## config.mk

```make
export PLATFORM = sky130hd
export DESIGN_NAME = debug_ctrl
export DESIGN_NICKNAME = d
export VERILOG_FILES = /design/src/design/harness_pkg.sv /design/src/design/debug_ctrl.sv
export SDC_FILE = /design/constraint.sdc
export NUM_CORES = 1
export LEC_CHECK = 0
export BUFFER_PORTS_ARGS = -buffer_cell sky130_fd_sc_hd__buf_2
export CORE_AREA = 2 2 39 41
export CTS_CLUSTER_SIZE = 16
export DETAILED_ROUTE_END_ITERATION = 10
export DIE_AREA = 0 0 41 43
export HOLD_SLACK_MARGIN = 0.08
export PLACE_DENSITY = 0.44
export RECOVER_POWER = 25
export REMOVE_ABC_BUFFERS = 1
export SLEW_MARGIN = 20
export SYNTH_ARGS = -nofsm -noshare
export SYNTH_HDL_FRONTEND = slang
export SYNTH_SLANG_ARGS = --single-unit
```

## constraint.sdc

```tcl
create_clock -name clk_i -period 3.6 [get_ports clk_i]
set_clock_uncertainty 0.2 [all_clocks]
set_input_delay 0.18 -clock clk_i [delete_from_list [all_inputs] [get_ports clk_i]]
set_output_delay 0.18 -clock clk_i [all_outputs]
set_load 0.05 [all_outputs]
```

## src/design/harness_pkg.sv

```systemverilog
// ------------------------------
// Harness package
// Address map, bus widths, response codes and timing constants
// ------------------------------
package harness_pkg;

  // Bus widths
  localparam int unsigned ADDR_W     = 32;
  localparam int unsigned DATA_W     = 32;
  localparam int unsigned BE_W       = DATA_W / 8;
  localparam int unsigned BYTE_OFF_W = $clog2(BE_W);
  localparam int unsigned RESP_W     = 2;

  // Response codes
  localparam logic [RESP_W-1:0] RESP_OKAY   = 2'd0;
  localparam logic [RESP_W-1:0] RESP_SLVERR = 2'd2;
  localparam logic [RESP_W-1:0] RESP_DECERR = 2'd3;

  // ------------------------------
  // Address map
  // ------------------------------
  localparam logic [ADDR_W-1:0] ROM_BASE   = 32'h0001_0000;
  localparam int unsigned       ROM_WORDS  = 16;
  localparam int unsigned       ROM_IDX_W  = $clog2(ROM_WORDS);
  localparam logic [ADDR_W-1:0] ROM_LEN    = ADDR_W'(ROM_WORDS * BE_W);
  localparam logic [15:0]       ROM_TAG    = 16'hB007;

  localparam logic [ADDR_W-1:0] SRAM_BASE  = 32'h8000_0000;
  localparam int unsigned       SRAM_WORDS = 1024;
  localparam int unsigned       SRAM_IDX_W = $clog2(SRAM_WORDS);
  localparam logic [ADDR_W-1:0] SRAM_LEN   = ADDR_W'(SRAM_WORDS * BE_W);

  // Unimplemented peripheral window
  localparam logic [ADDR_W-1:0] GPIO_BASE  = 32'h4000_0000;
  localparam logic [ADDR_W-1:0] GPIO_LEN   = 32'h1000;

  // Debug gating after power-on
  localparam int unsigned DEBUG_DELAY_CYCLES = 20;
  localparam int unsigned DBG_CNT_W          = $clog2(DEBUG_DELAY_CYCLES + 1);

  // Router FSM states
  localparam int unsigned   ST_W       = 2;
  localparam logic [ST_W-1:0] ST_IDLE    = 2'd0;
  localparam logic [ST_W-1:0] ST_ACCESS  = 2'd1;
  localparam logic [ST_W-1:0] ST_RESPOND = 2'd2;

  // Router target select
  localparam int unsigned      TGT_W    = 2;
  localparam logic [TGT_W-1:0] TGT_NONE = 2'd0;
  localparam logic [TGT_W-1:0] TGT_ROM  = 2'd1;
  localparam logic [TGT_W-1:0] TGT_SRAM = 2'd2;

endpackage

```

## src/design/debug_ctrl.sv

```systemverilog
// ------------------------------
// Debug control
// System reset synchronizer and debug request gate
// ------------------------------
module debug_ctrl (
  input  logic clk_i,
  input  logic rst_ni,
  input  logic ndmreset_i,
  input  logic debug_req_i,
  input  logic debug_en_i,
  output logic sys_rst_no,
  output logic debug_req_o
);

  logic                              sync_rst_n;
  logic [1:0]                        sync_q;
  logic [harness_pkg::DBG_CNT_W-1:0] dly_cnt_q;

  // ------------------------------
  // Reset synchronizer
  // ------------------------------
  // Asserts at once, releases after two edges
  assign sync_rst_n = rst_ni & ~ndmreset_i;

  always_ff @(posedge clk_i or negedge sync_rst_n) begin
    if (!sync_rst_n) begin
      sync_q <= 2'b00;
    end else begin
      sync_q <= {sync_q[0], 1'b1};
    end
  end

  assign sys_rst_no = sync_q[1];

  // ------------------------------
  // Debug delay window
  // ------------------------------
  // Power-on reset only, survives ndmreset
  always_ff @(posedge clk_i or negedge rst_ni) begin
    if (!rst_ni) begin
      dly_cnt_q <= harness_pkg::DBG_CNT_W'(harness_pkg::DEBUG_DELAY_CYCLES);
    end else if (dly_cnt_q != '0) begin
      dly_cnt_q <= dly_cnt_q - 1'b1;
    end
  end

  assign debug_req_o = (dly_cnt_q == '0) && debug_en_i && debug_req_i;

endmodule

```

# Word-level counts from Yosys, hierarchy flattened
# Index checks and enable logic that the tools add are counted.
dict set report totals {
  regBits 7
  latch_bits 0
  ram_bits 0
  romBits 0
  in_bits 5
  out_inout_bits 2
  n_memories 0
}
dict set report op_classes {
  n_addsub 1
  multipliers 0
  div 0
  n_lt_le_gt_ge 0
  eq_ne 0
  shifts 0
  muxes 0
  bitwise_logic 2
  reduce_logical 4
}
# op count
set op_table {}
lappend op_table {{5-bit logical NOT} 1}
lappend op_table {{5-bit nonzero test} 1}
lappend op_table {{5-bit by 1-bit subtractor with 5-bit output (second input constant)} 1}
lappend op_table {{1-bit logical AND} 2}
lappend op_table {{1-bit bitwise AND} 1}
lappend op_table {{1-bit NOT} 1}

# Logic depth before layout (Yosys ltp)
# Gate-level depths: netlist of run 1.
dict set report depth {
  depth_word 3
  mapped_depth 5
  mapped_depth_nobuf 5
}

# Worst setup path after synthesis of run 1
# OpenSTA, ideal clock, no wires.
dict set report synth_timing {
  path_type {reg2out}
  from {reg dly_cnt_q[0] in the netlist's numbering}
  to {out debug_req_o}
  arrival_time_ps 1417
  required_time_ps 3220
  slack_ps 1803
  path_stages_with_launch 6
  n_path_buf 0
  cell_sequence {dfrtp_1 > inv_1 > ha_1 > nand2b_1 > nor3_2 > and3_1}
}
dict set report synth_between {
  elab_chain_cells 3
}
# element line_no
set synth_lines {}
lappend synth_lines {{from (decl)} debug_ctrl.sv:17} ;# logic [harness_pkg::DBG_CNT_W-1:0] dly_cnt_q;
lappend synth_lines {{from (signal assigned)} debug_ctrl.sv:41} ;# dly_cnt_q <= harness_pkg::DBG_CNT_W'(harness_pkg::DEBUG_DELAY_CYCLES);
lappend synth_lines {{from (signal assigned)} debug_ctrl.sv:43} ;# dly_cnt_q <= dly_cnt_q - 1'b1;
lappend synth_lines {{5-bit logical NOT} debug_ctrl.sv:47} ;# assign debug_req_o = (dly_cnt_q == '0) && debug_en_i && debug_req_i;
lappend synth_lines {{1-bit logical AND (2 in a row)} debug_ctrl.sv:47}
lappend synth_lines {{to (decl)} debug_ctrl.sv:12} ;# output logic debug_req_o
# Every way passes these cells.

# Worst setup path after layout of run 1
# Ends and elaborated chain as after synthesis.

==> flow_summary.yaml, run 1 <==
outcome:
  outcome: "completed"
synth:
  yosysMostFrequentCell: "dfrtp_1"
  synth_cell_types: 17
  syn_area_sq_um: 323
  synth_edf_count: 0
  synthFlopType: "dfrtp_1"
  synth_area_leaders: "dfrtp_1 39%, dfstp_2 16%, ha_1 7.8%, nor3_2 6.2%, inv_1 4.7%"
  syn_area_per_cell_sq_um: 11.5
  ys_async_sr_fraction_pct: 100
  ys.warnings.count: 0
  yosys.area.top_type_share_pct: 38.8
  yosys.area.top_type: "dfrtp_1"
  synthCells: 28
  synth_seq_cells: 7
  ys_seq_area_share_pct: 55.0
  ys_top_cells_by_count: "5 x dfrtp_1, 4 x inv_1"
grt:
  grt_max_degree: 7
  gr-total-overflow: 0
  grt_pass1_wl_um: 1030
  grt_antenna_before_repair: 0
  first_global_vias: 243
  grt_use_total_pct: 9.14
clock_network:
  cts-root-buf: "clkbuf_4"
  htreeDepth: 1
  clock_latency_ps: 250
  cts_tree: "built"
  cts_resized: 0
  clkTransAtPathRegs_ps: 50
  clock_path_buffers: 2
  cts_setup_buffers: 0
  numCtsBuffers: 3
  cts.sinks: 7
routing:
  first_pass_iters: 2
  totalWireLength_um: 552
  vias_per_cell: 4.00
  drtIter0Drc: 1
  ant_nets: 0
  route.detailed.drc: 0
  vias: 224
  avgRoutedWirePerCell_um: 9.86
pwr:
  vdd_drop_max_mv: 0.202
  p_sw_mw: 0.0354
  combinationalPowerShare_pct: 6.9
  swShare_pct: 21.9
  cellInternalPower_mw: 0.126
  power.share.clock_pct: 43.5
  power_density_mw_per_mm2: 387
  p_leak_nw: 0.206
  seqPwrFrac_pct: 49.6
placed_design:
  gp_congestion: 0.731
  dp_hpwl_um: 414
  port_buffers: 6
timing:
  period_share_pct: 58.0
  rsz0062_at_grt: "no"
  setup_viol: 0
  max_freq_mhz: 479
  drv_slew: 0
  fin_setup_tns_ps: 0
  fin_crit_ps: 2090
  hold_viol: 0
finish:
  fin_nets: 48
  area_growth_pct: 29.5
  drive_above_1_share_pct: 30.0
  antenna_cells: 0
  fin_util_pct: 30.2
setup_path:
  start_kind: "register"
  arrival_ps: 1710
  crit_path_end_kind: "primary output"
  required_ps: 3220
  worstSetupPathType: "reg2out"
  crit_fanout: 3
hold_path:
  hp-class: "in2async"
floorplanning:
  die_height_um: 43
  core.rowCount: 14
  die_area_sq_mm: 0.00176
  fp.dieW_um: 41
  io-pin-count: 7
  core_area_sq_mm: 0.00138
  initial_core_util_pct: 23.3
run:
  max_cap_viol_count: 0
==> per-layer routing <==
layer | vias up | wire [um] | global-route usage, %
met5 | - | 0 | 0
met4 | 0 | 15 | 10.0
met3 | 2 | 23 | 1.57
met2 | 4 | 292 | 12.8
met1 | 103 | 221 | 10.3
li1 | 115 | - | -
==> what timing repair did <==
item / CTS / global route
hold endpoints to repair: 7 / 0
endpoints found under the setup margin: 0 / 0
hold buffers: 2 / 0
==> cell usage in the layout (no fill, tap or decap) <==
| cell type | count |
|---|---|
| a21o_1 | 1 |
| and3_1 | 1 |
| buf_2 | 5 |
| clkbuf_1 | 2 |
| clkbuf_4 | 3 |
| conb_1 | 1 |
| dfrtp_1 | 5 |
| dfstp_2 | 2 |
| dlygate4sd3_1 | 2 |
| ha_1 | 2 |
| inv_1 | 4 |
| mux2i_1 | 1 |
| nand2b_1 | 1 |
| nand3_1 | 1 |
| nor2b_1 | 1 |
| nor3_1 | 1 |
| nor3_2 | 2 |
| o211ai_1 | 1 |
| o21ai_0 | 2 |
| or3b_1 | 1 |
| xnor2_1 | 1 |
==> path summary, 6_finish.rpt <==
check                                   from      endpoint  slack [ps]  cells after the start
max in group asynchronous             rst_ni     sync_q[0]        2610                      3
worst max-delay path            dly_cnt_q[0]   debug_req_o        1510                      6
worst min-delay path                  rst_ni  dly_cnt_q[1]         130                      2
worst min register to register     sync_q[0]     sync_q[1]         150                      0
worst max register to register  dly_cnt_q[0]  dly_cnt_q[4]        2070                      5
min in group clk_i                 sync_q[0]     sync_q[1]         150                      0
==> cell type report <==
cell class                 instances  area [sq um]
timing repair buffer               8          48.8
inverter                           4          15.0
multi-input combinational         17           130
fill                             147           966
sequential                         7           178
tap                               16          20.0
clock buffer                       4          26.3
==> power groups by stage <==
stage | registers, mW | logic (mW) | clock network [mW]
floorplan | 0.0836 | 0.00326 | 0
global placement | 0.0815 | 0.00956 | 0
detailed placement | 0.0815 | 0.00974 | 0
CTS | 0.0802 | 0.0115 | 0.0740
global route | 0.0802 | 0.0124 | 0.0774
finish | 0.0802 | 0.0111 | 0.0703
==> sequential cells by signal, summed over array words and instances (netlist names) <==
signal and flops:
dly_cnt_q 5, sync_q 2
==> logic make-up (layout without fill, tap and decap cells) <==
family	count (synthesis)	count (layout)	share of synthesized area (%)
other	1	1	1.16
DFF	7	7	55.0
and+or+nand+nor	8	8	17.8
AOI/OAI and AO/OA	4	4	7.75
buffers and inverters	4	16	4.65
muxes	1	1	3.10
adders and majority gates	2	2	7.75
xor gates and xnor gates	1	1	2.71
==> per-stage QoR <==
| step | total power [mW] | instance area (sq um) | hold slack [ps] | cells | setup WS, ps |
|---|---|---|---|---|---|
| 6_report | 0.162 | 418 | 134 | 56 | 1510 |
| 2_1_floorplan | 0.0869 | 323 | -316 | 28 | 1800 |
| 3_3_place_gp | 0.0910 | 373 | -195 | 50 | 1770 |
| 4_1_cts | 0.166 | 419 | 85.3 | 56 | 1480 |
| 3_5_place_dp | 0.0912 | 373 | -192 | 50 | 1750 |
| 5_1_grt | 0.170 | 418 | 156 | 56 | 1350 |
==> worst max-delay path, stage by stage, from the launching register on <==
cell	delay [ps]
dfrtp_1	400
inv_1	90
ha_1	190
nand2b_1	110
nor3_2	230
and3_1	190
buf_2	260
Note: power is estimated with default switching activity, not from simulation.
==> run 2: changes to the inputs <==
--- a/config.mk
+++ b/config.mk
@@ -11,7 +11,7 @@
 export DETAILED_ROUTE_END_ITERATION = 10
 export DIE_AREA = 0 0 41 43
 export HOLD_SLACK_MARGIN = 0.08
-export PLACE_DENSITY = 0.44
+export PLACE_DENSITY = 0.45
 export RECOVER_POWER = 25
 export REMOVE_ABC_BUFFERS = 1
 export SLEW_MARGIN = 20
==> constraint.sdc (replaced) <==
create_clock -name clk_i -period 1.83 [get_ports clk_i]
set_clock_uncertainty 0.2 [all_clocks]
set_input_delay 0.0915 -clock clk_i [delete_from_list [all_inputs] [get_ports clk_i]]
set_output_delay 0.0915 -clock clk_i [all_outputs]
set_load 0.05 [all_outputs]
==> flow_summary.yaml, run 2 (same netlist as run 1, synthesis figures left out) <==
clock_network:
  cts.sinks: 7
  cts_tree: "built"
  htreeDepth: 1
  clock_path_buffers: 2
  cts-root-buf: "clkbuf_4"
  clock_latency_ps: 260
  clkTransAtPathRegs_ps: 50
  numCtsBuffers: 3
routing:
  totalWireLength_um: 742
  ant_nets: 0
  route.detailed.drc: 0
  vias: 281
  vias_per_cell: 4.39
  drtIter0Drc: 2
  avgRoutedWirePerCell_um: 11.6
  first_pass_iters: 3
finish:
  fin_nets: 56
  drive_above_1_share_pct: 50.0
  final-seq-area_sq_um: 178
  final_common_cell: "buf_4"
  largest_register_ffs: 5
  max_flop_register: "dly_cnt_q"
  mostFrequentLayoutCells: "7 x buf_4, 5 x dfrtp_1, 4 x buf_2"
  multi_input_area_sq_um: 161
  fillers: 136
  area_growth_pct: 61.6
  reg_top3: "dly_cnt_q (5), sync_q (2)"
  antenna_cells: 0
timing:
  setup_viol: 0
  drv_slew: 0
  period_share_pct: 94.3
  max_freq_mhz: 579
  fin_setup_tns_ps: 0
  rsz0062_at_grt: "no"
  fin_crit_ps: 1730
  setup_ws_ps: 104
  hold_viol: 0
placed_design:
  gp_congestion: 0.733
  dpl_worst_slack_ps: 186
  port_buffers: 6
pwr:
  vdd_drop_max_mv: 0.307
  p_leak_nw: 0.251
  power_density_mw_per_mm2: 632
setup_path:
  worstSetupPathType: "reg2out"
  start_kind: "register"
  crit_fanout: 3
  crit_path_end_kind: "primary output"
  required_ps: 1540
  arrival_ps: 1430
floorplanning:
  die_height_um: 43
  core.rowCount: 14
  core_area_sq_mm: 0.00138
  fp.dieW_um: 41
  die_area_sq_mm: 0.00176
  io-pin-count: 7
  initial_core_util_pct: 23.3
grt:
  grt_use_total_pct: 10.7
  first_global_vias: 340
  gr-total-overflow: 0
  grt_pass1_wl_um: 1210
  grt_max_degree: 5
  grt_antenna_before_repair: 0
outcome:
  outcome: "completed"
hold_path:
  hp-class: "in2async"
run:
  max_cap_viol_count: 0
[run 2: worst paths after layout]
check	from	depth (start not counted)	to	slack, ps
setup / recovery	dly_cnt_q[0]	6	debug_req_o	100
min in group clk_i	sync_q[0]	0	sync_q[1]	150
max in group asynchronous	rst_ni	3	dly_cnt_q[0]	600
hold reg to reg	sync_q[0]	0	sync_q[1]	150
setup reg to reg	dly_cnt_q[0]	9	dly_cnt_q[1]	140
hold / removal	ndmreset_i	3	sync_q[0]	90
[run 2: cell type report]
| type | instances | area share [%] |
|---|---|---|
| flip-flops and latches | 7 | 34.1 |
| multi-input cells | 17 | 30.9 |
| repair buffers | 16 | 23.3 |
| inverters | 4 | 2.88 |
| well taps | 16 | 3.84 |
| clock buffers | 4 | 5.04 |
[run 2: where the power goes]
group	switching, mW	leakage (nW)	internal, mW
Combinational	0.0149	0.149	0.0128
Clock	0.0609	0.0150	0.0834
Sequential	0.000466	0.0870	0.157
Total	0.0763	0.251	0.254
[run 2: repair_timing]
action,4_1_cts,5_1_grt
setup endpoints to repair,1,3
gates resized for setup,5,5
hold buffers,3,0
pin swaps,2,2
setup buffers,4,2
endpoints found under the hold margin,7,0
[run 2: routing by layer]
layer  up-vias  GRT usage (%)  routed length, um
met2         7           18.4                430
met5         -              0                  0
met4         0           7.33                 15
met3         2           4.71                 35
met1       140           8.94                261
li1        132              -                  -
[run 2: critical path: stages (launching register included)]
cell	delay, ps
dfrtp_1	380
inv_2	90
ha_4	150
nand2b_4	70
nor3_4	130
and3_4	210
buf_8	140
[run 2: through the flow]
| stage | hold slack [ps] | instance area (sq um) | power (mW) | utilization, % | instances |
|---|---|---|---|---|---|
| floorplan | -404 | 323 | 0.171 | - | 28 |
| global placement | -285 | 380 | 0.179 | 27.5 | 51 |
| detailed placement | -284 | 380 | 0.179 | 27.5 | 51 |
| CTS | 103 | 483 | 0.328 | 34.9 | 62 |
| global route | 110 | 522 | 0.349 | 37.7 | 64 |
| finish | 91.0 | 522 | 0.330 | 37.7 | 64 |
==> run 3: changes to the inputs <==
--- a/config.mk
+++ b/config.mk
@@ -5,13 +5,14 @@
 export SDC_FILE = /design/constraint.sdc
 export NUM_CORES = 1
 export LEC_CHECK = 0
+export ABC_AREA = 1
 export BUFFER_PORTS_ARGS = -buffer_cell sky130_fd_sc_hd__buf_2
 export CORE_AREA = 2 2 39 41
 export CTS_CLUSTER_SIZE = 16
 export DETAILED_ROUTE_END_ITERATION = 10
 export DIE_AREA = 0 0 41 43
 export HOLD_SLACK_MARGIN = 0.08
-export PLACE_DENSITY = 0.45
+export PLACE_DENSITY = 0.49
 export RECOVER_POWER = 25
 export REMOVE_ABC_BUFFERS = 1
 export SLEW_MARGIN = 20
==> flow_summary.yaml, run 3 <==
routing:
  vias_per_cell: 3.88
  route.detailed.drc: 0
  totalWireLength_um: 612
  vias: 279
  ant_nets: 0
  drtIter0Drc: 0
  first_pass_iters: 1
  avgRoutedWirePerCell_um: 8.50
synth:
  yosys.area.top_type: "dfrtp_1"
  synth_seq_cells: 7
  ys.warnings.count: 0
  ys_top_cells_by_count: "8 x inv_1, 5 x dfrtp_1, 5 x nand2_1, 5 x nor2_1, 4 x nand3_1"
  yosys.area.top_type_share_pct: 33.7
  synthFlopType: "dfrtp_1"
  synth_cell_types: 14
  ys_seq_area_share_pct: 47.8
  synth_area_leaders: "dfrtp_1 34%, dfstp_2 14%, inv_1 8.1%, ha_1 6.7%, nor2_4 6.1%"
  ys_async_sr_fraction_pct: 100
  syn_area_per_cell_sq_um: 8.85
  synthCells: 42
  synth_edf_count: 0
  yosysMostFrequentCell: "inv_1"
  syn_area_sq_um: 372
clock_network:
  clock_path_buffers: 2
  cts-root-buf: "clkbuf_4"
  htreeDepth: 1
  cts_tree: "built"
  clkTransAtPathRegs_ps: 50
  clock_latency_ps: 250
  cts.sinks: 7
  numCtsBuffers: 3
grt:
  grt_pass1_wl_um: 979
  grt_use_total_pct: 9.22
  grt_max_degree: 7
  gr-total-overflow: 0
  first_global_vias: 243
  grt_antenna_before_repair: 0
finish:
  fin_nets: 64
  fillers: 152
  final-seq-area_sq_um: 178
  max_flop_register: "dly_cnt_q"
  reg_top3: "dly_cnt_q (5), sync_q (2)"
  mostFrequentLayoutCells: "7 x inv_1, 5 x nor2_1, 5 x nand2_1, 5 x dfrtp_1"
  final_common_cell: "inv_1"
  instances_no_fill: 72
  fin_util_pct: 35.4
  largest_register_ffs: 5
  drive_above_1_share_pct: 33.9
  multi_input_area_sq_um: 164
  antenna_cells: 0
  area_growth_pct: 31.6
placed_design:
  port_buffers: 6
  dpl_worst_slack_ps: 268
  dp_hpwl_um: 435
  gp_congestion: 0.737
  dpl.cell_count: 64
timing:
  rsz0062_at_grt: "no"
  max_freq_mhz: 582
  fin_crit_ps: 1720
  hold_viol: 0
  setup_ws_ps: 112
  setup_viol: 0
  period_share_pct: 93.9
  fin_setup_tns_ps: 0
  drv_slew: 0
pwr:
  vdd_drop_max_mv: 0.319
  power_density_mw_per_mm2: 658
  finalPower_mw: 0.322
  p_leak_nw: 0.251
setup_path:
  worstSetupPathType: "reg2out"
  crit_fanout: 6
  critPathLaunch: "dly_cnt_q[0]"
  slowest_stage: "dfrtp_1"
  r2r_start: "dly_cnt_q[0]"
  arrival_ps: 1430
  critPathMaxStageDelay_ps: 380
  cp_cell_sequence: "inv_2 -> ha_1 -> inv_1 -> nor2_4 -> nand2_4 -> nor2_1 -> buf_4"
  start_kind: "register"
  crit_path_end_kind: "primary output"
  required_ps: 1540
floorplanning:
  core.rowCount: 14
  io-pin-count: 7
  fp.dieW_um: 41
  initial_core_util_pct: 26.9
  die_area_sq_mm: 0.00176
  core_area_sq_mm: 0.00138
  die_height_um: 43
run:
  max_cap_viol_count: 0
hold_path:
  hold_start: "sync_q[0]"
  hp-class: "reg2reg"
outcome:
  outcome: "completed"
run 3: cell types whose count changed in the layout (fill, tap and decap cells not counted), sizes merged, moves of 3 or more:
cell   change
nand3      +3
inv        +4
nor3       -3
buf        -7
nand2      +8
nor2       +9
run 3: cell type report:
cell class,instances,area share [%]
sequential,7,36.3
multi-input combinational,27,33.5
timing repair buffer,10,14.6
inverter,8,6.14
clock buffer,4,5.37
tap,16,4.09
run 3: metrics by stage:
stage / cell area (sq um) / hold WS (ps)
2_1_floorplan: 372 / -404
3_3_place_gp: 422 / -274
3_5_place_dp: 422 / -275
4_1_cts: 490 / 144
5_1_grt: 489 / 168
6_report: 489 / 153
run 3: kinds of logic (layout without fill, tap and decap cells):
| family | count (synthesis) | after routing | synth area share, % |
|---|---|---|---|
| AND/OR/NAND/NOR | 21 | 21 | 31.3 |
| buffers and inverters | 8 | 22 | 8.08 |
| flip-flops | 7 | 7 | 47.8 |
| AO/OA/AOI/OAI | 3 | 3 | 5.05 |
| adder cells (fa/ha/maj) | 2 | 2 | 6.73 |
| other | 1 | 1 | 1.01 |
run 3: final timing paths:
path | endpoint | slack, ps | cells past startpoint
setup reg to reg | dly_cnt_q[0] | 520 | 7
max in group asynchronous | dly_cnt_q[1] | 590 | 3
hold / removal | sync_q[1] | 150 | 0
setup / recovery | debug_req_o | 110 | 7
min in group asynchronous | sync_q[0] | 210 | 4
hold reg to reg | sync_q[1] | 150 | 0
run 3: power by group:
group	internal [mW]	switching (mW)
Combinational	0.0114	0.0150
Clock	0.0831	0.0545
Sequential	0.157	0.000444
run 3: layer usage:
| layer | routed length, um | global-route usage (%) | up-vias |
|---|---|---|---|
| met5 | 0 | 0 | - |
| met4 | 9 | 12.0 | 0 |
| met3 | 23 | 1.57 | 2 |
| met2 | 290 | 11.6 | 4 |
| met1 | 289 | 10.9 | 120 |
| li1 | - | - | 153 |
run 3: what timing repair did:
action,CTS,global route
hold endpoints to repair,7,0
setup buffers,0,0
resized for setup,1,1
hold buffers,4,0
setup endpoints to repair,1,1
run 3: critical path, delay by kind of cell, from the launching register on:
family                   cells  cell delay [ps]
buffers and inverters        3              350
AND/OR/NAND/NOR              3              300
adder cells (fa/ha/maj)      1              140
flip-flops                   1              380
